`src/source/ekf_config.svh`:
```
`ifndef EKF_CONFIG_SVH
`define EKF_CONFIG_SVH

// --------------------
// coefficient sets, Q0.23
// short interval, used below the set limit
`define EKF_SET_SHORT_B1   24'shFF463E
`define EKF_SET_SHORT_B2   24'sh00B729
`define EKF_SET_SHORT_A4   24'sh6AFF26
`define EKF_SET_SHORT_RSER 24'sh03EA03

// long interval
`define EKF_SET_LONG_B1    24'shF8BE67
`define EKF_SET_LONG_B2    24'sh0727A3
`define EKF_SET_LONG_A4    24'shADF77E
`define EKF_SET_LONG_RSER  24'sh0A5753

// --------------------
// band limits, integer percent
`define EKF_SOC_SET_LIMIT  32
`define EKF_OCV_LOW        20
`define EKF_OCV_HIGH       95

// ocv slope per band, Q0.23 volts per percent
`define EKF_THETA4_LOW     24'sh03645A
`define EKF_THETA4_MID     24'sh011D14
`define EKF_THETA4_HIGH    24'sh01FBE7

// ocv offset per band, Q2.21 volts
`define EKF_THETA5_LOW     24'sh5D2474
`define EKF_THETA5_MID     24'sh688659
`define EKF_THETA5_HIGH    24'sh53D3C3

// --------------------
// fixed gains, soc gain is Q7.16 percent per volt
`define EKF_K_SOC          24'sh020000
`define EKF_K_RC           24'sh080000

// state after reset or an init measurement
`define EKF_INIT_SOC       24'sh640000
`define EKF_INIT_VRC       24'sh000000

`endif
```
`src/source/ekf_fixed_pkg.sv`:
```
package ekf_fixed_pkg;

    // --------------------
    // word and fraction widths
    localparam int word_w    = 24;
    localparam int current_w = 5;

    localparam int soc_frac  = 16;
    localparam int vrc_frac  = 23;
    localparam int volt_frac = 20;
    localparam int coef_frac = 23;
    localparam int ocv_frac  = 21;

    // --------------------
    // number formats
    // soc in percent, Q7.16
    typedef logic signed [word_w-1:0] soc_t;
    // rc branch voltage, Q0.23
    typedef logic signed [word_w-1:0] vrc_t;
    // terminal voltage, Q3.20
    typedef logic signed [word_w-1:0] volt_t;
    typedef logic signed [word_w-1:0] coef_t;
    // ocv offset, Q2.21
    typedef logic signed [word_w-1:0] ocv_off_t;
    // whole amperes
    typedef logic signed [current_w-1:0] current_t;

    // model coefficients for one sample interval
    typedef struct packed {
        coef_t b_1;
        coef_t b_2;
        coef_t a_4;
        coef_t r_series;
    } coef_set_t;

endpackage

```
`src/source/ekf_io_pkg.sv`:
```
package ekf_io_pkg;

    // one measurement, init restarts from the initial state
    typedef struct packed {
        logic                    init;
        ekf_fixed_pkg::current_t i_b;
        ekf_fixed_pkg::volt_t    v_t;
    } meas_t;

    // published estimate, also the state register
    typedef struct packed {
        ekf_fixed_pkg::soc_t soc;
        ekf_fixed_pkg::vrc_t vrc;
    } estimate_t;

    // prediction handed to the correction stage
    typedef struct packed {
        ekf_fixed_pkg::soc_t  soc_p;
        ekf_fixed_pkg::vrc_t  vrc_p;
        ekf_fixed_pkg::volt_t vt_hat;
    } pred_t;

endpackage

```
`src/source/ekf_top.sv`:
```
`timescale 1ns/10ps

module ekf_top (
    input  logic                  clk,
    input  logic                  n_rst,
    input  logic                  meas_req,
    input  ekf_io_pkg::meas_t     meas,
    output logic                  meas_ack,
    output logic                  result_req,
    output ekf_io_pkg::estimate_t result,
    input  logic                  result_ack
);
    import ekf_io_pkg::*;

    logic      ready;
    logic      take;
    logic      predict_en;
    logic      correct_en;
    logic      publish;
    logic      out_idle;
    meas_t     captured;
    pred_t     pred;
    estimate_t state;

    // --------------------
    // handshake side
    meas_port u_meas_port (
        .clk      (clk),
        .n_rst    (n_rst),
        .meas_req (meas_req),
        .meas     (meas),
        .meas_ack (meas_ack),
        .ready    (ready),
        .take     (take),
        .captured (captured)
    );

    ekf_sequencer u_sequencer (
        .clk        (clk),
        .n_rst      (n_rst),
        .take       (take),
        .out_idle   (out_idle),
        .ready      (ready),
        .predict_en (predict_en),
        .correct_en (correct_en),
        .publish    (publish)
    );

    // --------------------
    // estimator datapath
    ekf_predict u_predict (
        .clk        (clk),
        .n_rst      (n_rst),
        .predict_en (predict_en),
        .captured   (captured),
        .state      (state),
        .pred       (pred)
    );

    ekf_correct u_correct (
        .clk        (clk),
        .n_rst      (n_rst),
        .correct_en (correct_en),
        .captured   (captured),
        .pred       (pred),
        .state      (state)
    );

    result_port u_result_port (
        .clk        (clk),
        .n_rst      (n_rst),
        .publish    (publish),
        .state      (state),
        .result_req (result_req),
        .result     (result),
        .result_ack (result_ack),
        .idle       (out_idle)
    );

endmodule

```
`src/source/ekf_correct.sv`:
```
`timescale 1ns/10ps
`include "ekf_config.svh"

module ekf_correct (
    input  logic                  clk,
    input  logic                  n_rst,
    input  logic                  correct_en,
    input  ekf_io_pkg::meas_t     captured,
    input  ekf_io_pkg::pred_t     pred,
    output ekf_io_pkg::estimate_t state
);
    import ekf_fixed_pkg::*;

    localparam soc_t  k_soc = `EKF_K_SOC;
    localparam coef_t k_rc  = `EKF_K_RC;

    volt_t                      innov;
    logic signed [2*word_w-1:0] prod_soc;
    logic signed [2*word_w-1:0] prod_rc;
    soc_t                       soc_n;
    vrc_t                       vrc_n;

    // measured minus predicted terminal voltage
    assign innov = captured.v_t - pred.vt_hat;

    // --------------------
    // gain times innovation, then back to the state format
    assign prod_soc = k_soc * innov;
    assign prod_rc  = k_rc * innov;

    // both products carry the innovation's 20 fraction bits on top
    assign soc_n = pred.soc_p + soc_t'(prod_soc >>> volt_frac);
    assign vrc_n = pred.vrc_p + vrc_t'(prod_rc >>> volt_frac);

    // state registers, reset to a full cell
    always_ff @(posedge clk or negedge n_rst) begin
        if (!n_rst) begin
            state.soc <= `EKF_INIT_SOC;
            state.vrc <= `EKF_INIT_VRC;
        end else if (correct_en) begin
            state.soc <= soc_n;
            state.vrc <= vrc_n;
        end
    end

endmodule

```
`src/source/ekf_predict.sv`:
```
`timescale 1ns/10ps
`include "ekf_config.svh"

module ekf_predict (
    input  logic                  clk,
    input  logic                  n_rst,
    input  logic                  predict_en,
    input  ekf_io_pkg::meas_t     captured,
    input  ekf_io_pkg::estimate_t state,
    output ekf_io_pkg::pred_t     pred
);
    import ekf_fixed_pkg::*;

    localparam coef_set_t set_short = '{
        b_1:      `EKF_SET_SHORT_B1,
        b_2:      `EKF_SET_SHORT_B2,
        a_4:      `EKF_SET_SHORT_A4,
        r_series: `EKF_SET_SHORT_RSER
    };
    localparam coef_set_t set_long = '{
        b_1:      `EKF_SET_LONG_B1,
        b_2:      `EKF_SET_LONG_B2,
        a_4:      `EKF_SET_LONG_A4,
        r_series: `EKF_SET_LONG_RSER
    };

    soc_t                                soc_src;
    vrc_t                                vrc_src;
    logic signed [word_w-soc_frac-1:0]   soc_int;
    logic signed [word_w-soc_frac-1:0]   soc_p_int;
    coef_set_t                           coef;
    coef_t                               theta4;
    ocv_off_t                            theta5;
    logic signed [word_w+current_w-1:0]  prod_b1;
    logic signed [word_w+current_w-1:0]  prod_b2;
    logic signed [word_w+current_w-1:0]  prod_r;
    logic signed [2*word_w-1:0]          prod_a4;
    logic signed [2*word_w-1:0]          prod_th4;
    soc_t                                soc_p;
    vrc_t                                vrc_p;
    volt_t                               v_ocv;
    volt_t                               v_off;
    volt_t                               v_rc;
    volt_t                               v_ser;

    // restart from the initial state on an init measurement
    always_comb begin
        if (captured.init) begin
            soc_src = `EKF_INIT_SOC;
            vrc_src = `EKF_INIT_VRC;
        end else begin
            soc_src = state.soc;
            vrc_src = state.vrc;
        end
    end

    // --------------------
    // state prediction
    assign soc_int = soc_src[word_w-1:soc_frac];
    assign coef    = (soc_int < `EKF_SOC_SET_LIMIT) ? set_short : set_long;

    assign prod_b1 = coef.b_1 * captured.i_b;
    assign prod_b2 = coef.b_2 * captured.i_b;
    assign prod_a4 = coef.a_4 * vrc_src;

    assign soc_p = soc_src + soc_t'(prod_b1 >>> (coef_frac - soc_frac));
    assign vrc_p = vrc_t'(prod_a4 >>> coef_frac)
                 + vrc_t'(prod_b2 >>> (coef_frac - vrc_frac));

    // --------------------
    // ocv band from the predicted soc
    assign soc_p_int = soc_p[word_w-1:soc_frac];

    always_comb begin
        if (soc_p_int < `EKF_OCV_LOW) begin
            theta4 = `EKF_THETA4_LOW;
            theta5 = `EKF_THETA5_LOW;
        end else if (soc_p_int <= `EKF_OCV_HIGH) begin
            theta4 = `EKF_THETA4_MID;
            theta5 = `EKF_THETA5_MID;
        end else begin
            theta4 = `EKF_THETA4_HIGH;
            theta5 = `EKF_THETA5_HIGH;
        end
    end

    // terminal voltage terms, all brought to Q3.20
    assign prod_th4 = theta4 * soc_p;
    assign prod_r   = coef.r_series * captured.i_b;

    assign v_ocv = volt_t'(prod_th4 >>> (coef_frac + soc_frac - volt_frac));
    assign v_off = volt_t'(theta5 >>> (ocv_frac - volt_frac));
    assign v_rc  = volt_t'(vrc_p >>> (vrc_frac - volt_frac));
    assign v_ser = volt_t'(prod_r >>> (coef_frac - volt_frac));

    always_ff @(posedge clk or negedge n_rst) begin
        if (!n_rst) begin
            pred <= '0;
        end else if (predict_en) begin
            pred.soc_p  <= soc_p;
            pred.vrc_p  <= vrc_p;
            pred.vt_hat <= v_ocv + v_off - v_rc - v_ser;
        end
    end

endmodule

```
`src/source/ekf_sequencer.sv`:
```
`timescale 1ns/10ps

module ekf_sequencer (
    input  logic clk,
    input  logic n_rst,
    input  logic take,
    input  logic out_idle,
    output logic ready,
    output logic predict_en,
    output logic correct_en,
    output logic publish
);

    typedef enum logic [1:0] {
        st_wait,
        st_predict,
        st_correct,
        st_publish
    } phase_t;

    phase_t phase;
    phase_t phase_n;

    always_ff @(posedge clk or negedge n_rst) begin
        if (!n_rst) begin
            phase <= st_wait;
        end else begin
            phase <= phase_n;
        end
    end

    // fixed three-cycle step once a measurement is taken
    always_comb begin
        case (phase)
            st_wait:    phase_n = take ? st_predict : st_wait;
            st_predict: phase_n = st_correct;
            st_correct: phase_n = st_publish;
            st_publish: phase_n = st_wait;
            default:    phase_n = st_wait;
        endcase
    end

    // no new capture while the last estimate is still out
    assign ready      = (phase == st_wait) && out_idle;
    assign predict_en = (phase == st_predict);
    assign correct_en = (phase == st_correct);
    assign publish    = (phase == st_publish);

endmodule

```
`src/source/result_port.sv`:
```
`timescale 1ns/10ps

module result_port (
    input  logic                  clk,
    input  logic                  n_rst,
    input  logic                  publish,
    input  ekf_io_pkg::estimate_t state,
    output logic                  result_req,
    output ekf_io_pkg::estimate_t result,
    input  logic                  result_ack,
    output logic                  idle
);

    // snapshot of the state, steady for the whole transfer
    always_ff @(posedge clk) begin
        if (publish) begin
            result <= state;
        end
    end

    // --------------------
    // sending half of the four-phase handshake
    always_ff @(posedge clk or negedge n_rst) begin
        if (!n_rst) begin
            result_req <= 1'b0;
            idle       <= 1'b1;
        end else if (publish) begin
            result_req <= 1'b1;
            idle       <= 1'b0;
        end else if (result_req && result_ack) begin
            result_req <= 1'b0;
        end else if (!idle && !result_req && !result_ack) begin
            // sink has released ack, transfer closed
            idle <= 1'b1;
        end
    end

endmodule

```
`src/source/meas_port.sv`:
```
`timescale 1ns/10ps

module meas_port (
    input  logic              clk,
    input  logic              n_rst,
    input  logic              meas_req,
    input  ekf_io_pkg::meas_t meas,
    output logic              meas_ack,
    input  logic              ready,
    output logic              take,
    output ekf_io_pkg::meas_t captured
);

    // new request, not yet acknowledged, and the estimator can start
    assign take = meas_req && !meas_ack && ready;

    // receiving half of the four-phase handshake
    always_ff @(posedge clk or negedge n_rst) begin
        if (!n_rst) begin
            meas_ack <= 1'b0;
        end else if (take) begin
            meas_ack <= 1'b1;
        end else if (!meas_req) begin
            meas_ack <= 1'b0;
        end
    end

    // held until the next capture
    always_ff @(posedge clk) begin
        if (take) begin
            captured <= meas;
        end
    end

endmodule

```
`config.mk`:
```
export PLATFORM = sky130hd
export DESIGN_NAME = ekf_top
export DESIGN_NICKNAME = d
export VERILOG_FILES = /design/src/source/ekf_fixed_pkg.sv /design/src/source/ekf_io_pkg.sv /design/src/source/ekf_top.sv /design/src/source/ekf_correct.sv /design/src/source/ekf_predict.sv /design/src/source/ekf_sequencer.sv /design/src/source/result_port.sv /design/src/source/meas_port.sv
export VERILOG_INCLUDE_DIRS = /design/src /design/src/source
export SDC_FILE = /design/constraint.sdc
export NUM_CORES = 2
export LEC_CHECK = 0
export ABC_AREA = 1
export CORE_ASPECT_RATIO = 1.75
export CORE_UTILIZATION = 55
export CTS_CLUSTER_DIAMETER = 60
export CTS_CLUSTER_SIZE = 20
export DETAILED_ROUTE_END_ITERATION = 6
export DONT_BUFFER_PORTS = 1
export HOLD_SLACK_MARGIN = 0.12
export MAX_ROUTING_LAYER = met4
export PLACE_DENSITY = 0.81
export SYNTH_ARGS = -nofsm -noshare
export SYNTH_HDL_FRONTEND = slang
export SYNTH_SLANG_ARGS = --single-unit
```
`constraint.sdc`:
```
create_clock -name clk -period 13.9 [get_ports clk]
set_input_delay 2.78 -clock clk [delete_from_list [all_inputs] [get_ports clk]]
set_output_delay 2.78 -clock clk [all_outputs]
set_load 0.01 [all_outputs]
```
==> impl_metrics.toml <==
[cts]
cts_tree = "done"
path_clk_slew_ns = 0.08
ctsHtreeMaxLevel = 1
cts_sinks = 203
clk_path_buf_depth = 3
cts_inserted_buffers = 22
cts_hold_repair.buffers = 0
root_buffer = "clkbuf_16"
clk-insertion-delay-late_ns = 0.60

[outcome]
outcome = "complete, but fails checks"
violations = "setup timing"

[yosys]
synthTopCellsByArea = "fa_1, ha_1, inv_1"
ys_warn_count = 0
synth_edf_count = 78
async_flop_share = 0.616
netlist_area_sq_um = 50500
ys_seq_area_frac = 0.108
syn_avg_cell_area_sq_um = 9.06
synth_fa_ha_area_frac = 0.553
synthSimpleGateAreaFrac = 0.104
synth_top_family_by_area = "adder cells"
synthXorXnorAreaFrac = 0.0372
synth-compound-area-share = 0.0724
synth_cell_type_count = 64
syn_inst = 5573
ys_ff_latch = 203
synth_mux_area_frac = 0
synth_top_area_share = 0.401
yosys.area.top_type = "fa_1"
synth_ff_type = "dfrtp_1"

[global_route]
grt_max_degree = 126
grt_pass1_wl_mm = 284
grt_usage = 0.445
antenna_found_initial = 6
grt_pass1_vias = 46800
grt_overflow = 0

[sta]
hold_viol = 0
worst_slew_pin_slew_ns = 1.11
fin_crit_ns = 15.06
setup_viol = 21
fin_crit_sh = 1.08
worst_slack_ns = -1.16
finalClockSkew_ns = 0.0211
slew_violations = 0
max_freq_mhz = 66.4
rsz0062_at_grt = "true"
slew_headroom = 0.259

[route]
dr_wl_met3_mm = 8.39
final_antenna_net_count = 0
met1_length_mm = 55.1
vias_per_cell = 5.47
wirelength_mm = 194
met2_length_mm = 102
first_iter_violations = 2301
drc = 0
dr.pass1.iters = 6
vias = 41200
drt-wirelength-per-cell_microns = 25.8
top_layer_used = "met4"

[layout]
synthToLayoutAreaGrowth_pct = 20.2
layout-drive-gt1-share = 0.211
layoutNonFillerInstCount = 7530
fillers = 7482
fin_nets = 7982

[placed_design]
port_buffers = 0
dp_cells = 7414
place_congestion = 1.11
hpwl_mm = 172

[worst_setup_path]
arrival_ns = 15.54
crit_type = "reg2reg"
cp.required_ns = 14.37
end_kind = "flip-flop"
crit_fanout = 8
crit_top_cell = "fa_1"
crit_path_start_kind = "flip-flop"
crit_buf_inv = 16
cpMaxStageDelayCell = "fa_2"
cpLargestDelayFamily = "adder cells"
max_stage_delay_ns = 0.73
critPathLaunch = "u_correct.state[45]"
worstReg2RegStart = "u_correct.state[45]"

[worst_hold_path]
hold_start = "u_correct.state[22]"
min_path_type = "reg2reg"

[floorplan]
initial_core_util = 0.556
die_h_microns = 403
io-pin-count = 84
die_w_microns = 231
core_area_sq_um = 90800
die_area_sq_um = 93100
rows = 146

[job]
maxCapViolations = 0
-- per-stage QoR --
step	setup slack, ns	hold WS, ns	util	setup TNS [ns]	instance area [sq um]
after CTS	-1.02	0.461	0.661	-14.10	60000
after global routing	-1.72	0.470	0.669	-29.17	60700
final	-1.16	0.467	0.669	-17.77	60700
after detailed placement	-2.09	0.443	0.637	-34.83	57800
after global placement	-1.96	0.431	0.637	-34.63	57800
after floorplan	-0.186	0.425	-	-0.610	51200
-- cell usage in the layout, fill, tap and decap left out, types with 31 or more instances in the layout --
master,netlist,layout
xor2_1,123,113
fa_1,1010,948
or2_2,34,31
nor2_4,1,34
inv_2,28,87
xnor2_1,83,73
nand3_1,111,99
buf_4,1,740
inv_1,1553,1488
ha_1,614,571
nand2_4,17,38
a21oi_1,271,230
nand2_1,639,572
o21ai_1,12,31
a21oi_2,3,33
nand2_2,11,56
fa_2,0,62
o21ai_0,232,199
buf_6,3,34
nor3_1,52,46
nor2_1,273,237
ha_4,0,39
edfxtp_1,78,78
dfrtp_1,121,121
-- worst reg2reg max path, delay by kind of cell, from the launching register on --
family | cells | cell delay, ns
DFF | 1 | 0.55
xor gates and xnor gates | 3 | 0.67
AOI/OAI and AO/OA | 15 | 2.15
and+or+nand+nor | 28 | 3.18
buffers and inverters | 16 | 1.56
adders and majority gates | 16 | 6.85
-- per-layer routing --
metal | vias to the layer above | track usage
met3 | 1047 | 0.0600
met5 | - | -
met4 | 0 | 0.505
li1 | 18300 | -
met2 | 1504 | 0.795
met1 | 20300 | 0.364
-- state kept, by name, summed over array words and instances (netlist names) --
register	count
u_result_port.result	48
u_result_port.result_req	1
u_predict.pred	72
u_result_port.idle	1
u_correct.state	48
u_meas_port.meas_ack	1
u_sequencer.phase	2
u_meas_port.captured	30
-- final timing paths --
| check | endpoint | slack (ns) | cells past startpoint |
|---|---|---|---|
| min in group asynchronous | u_result_port.result_req | 1.87 | 0 |
| hold reg to reg | u_result_port.result[22] | 0.47 | 0 |
| max in group asynchronous | u_predict.pred[10] | 11.71 | 0 |
| hold / removal | u_result_port.result[22] | 0.47 | 0 |
| setup reg to reg | u_predict.pred[23] | -1.16 | 78 |
| setup / recovery | u_predict.pred[23] | -1.16 | 78 |
-- cell usage after synthesis (all sizes together), types with 21 or more instances --
cell type,number
nor3,55
fa,1010
ha,614
xor2,126
nand2,667
or2,35
o21ai,247
o21bai,24
nand3,116
dfrtp,121
a21o,28
nor2,286
xnor2,84
edfxtp,78
inv,1581
clkbuf,78
a21oi,274
a31oi,21
nand4,28
-- cells by family after synthesis --
family,after synthesis
AOI/OAI and AO/OA,656
xor gates and xnor gates,210
and+or+nand+nor,1208
buffers and inverters,1670
DFF,203
other,2
adders and majority gates,1624
-- timing repair --
| item | CTS | global route |
|---|---|---|
| pin swaps | 111 | 134 |
| gates cloned | 3 | 0 |
| gates resized for setup | 244 | 167 |
| setup buffers | 47 | 26 |
| setup endpoints to repair | 23 | 23 |
-- final cells by class --
class                           count  area (sq um)  share of cell area
Antenna cell                        6          15.0            0.000247
Clock buffer                       26           576             0.00948
Clock inverter                     14           200             0.00330
Inverter                         1581          5960              0.0982
Multi-Input combinational cell   3726         40700               0.671
Sequential cell                   203          5480              0.0902
Tap cell                         1184          1480              0.0244
Timing Repair Buffer              790          6260               0.103
Power is left out: the tool's default activity adds up to more than one toggle a clock period on the data nets, which glitch-free logic cannot reach.
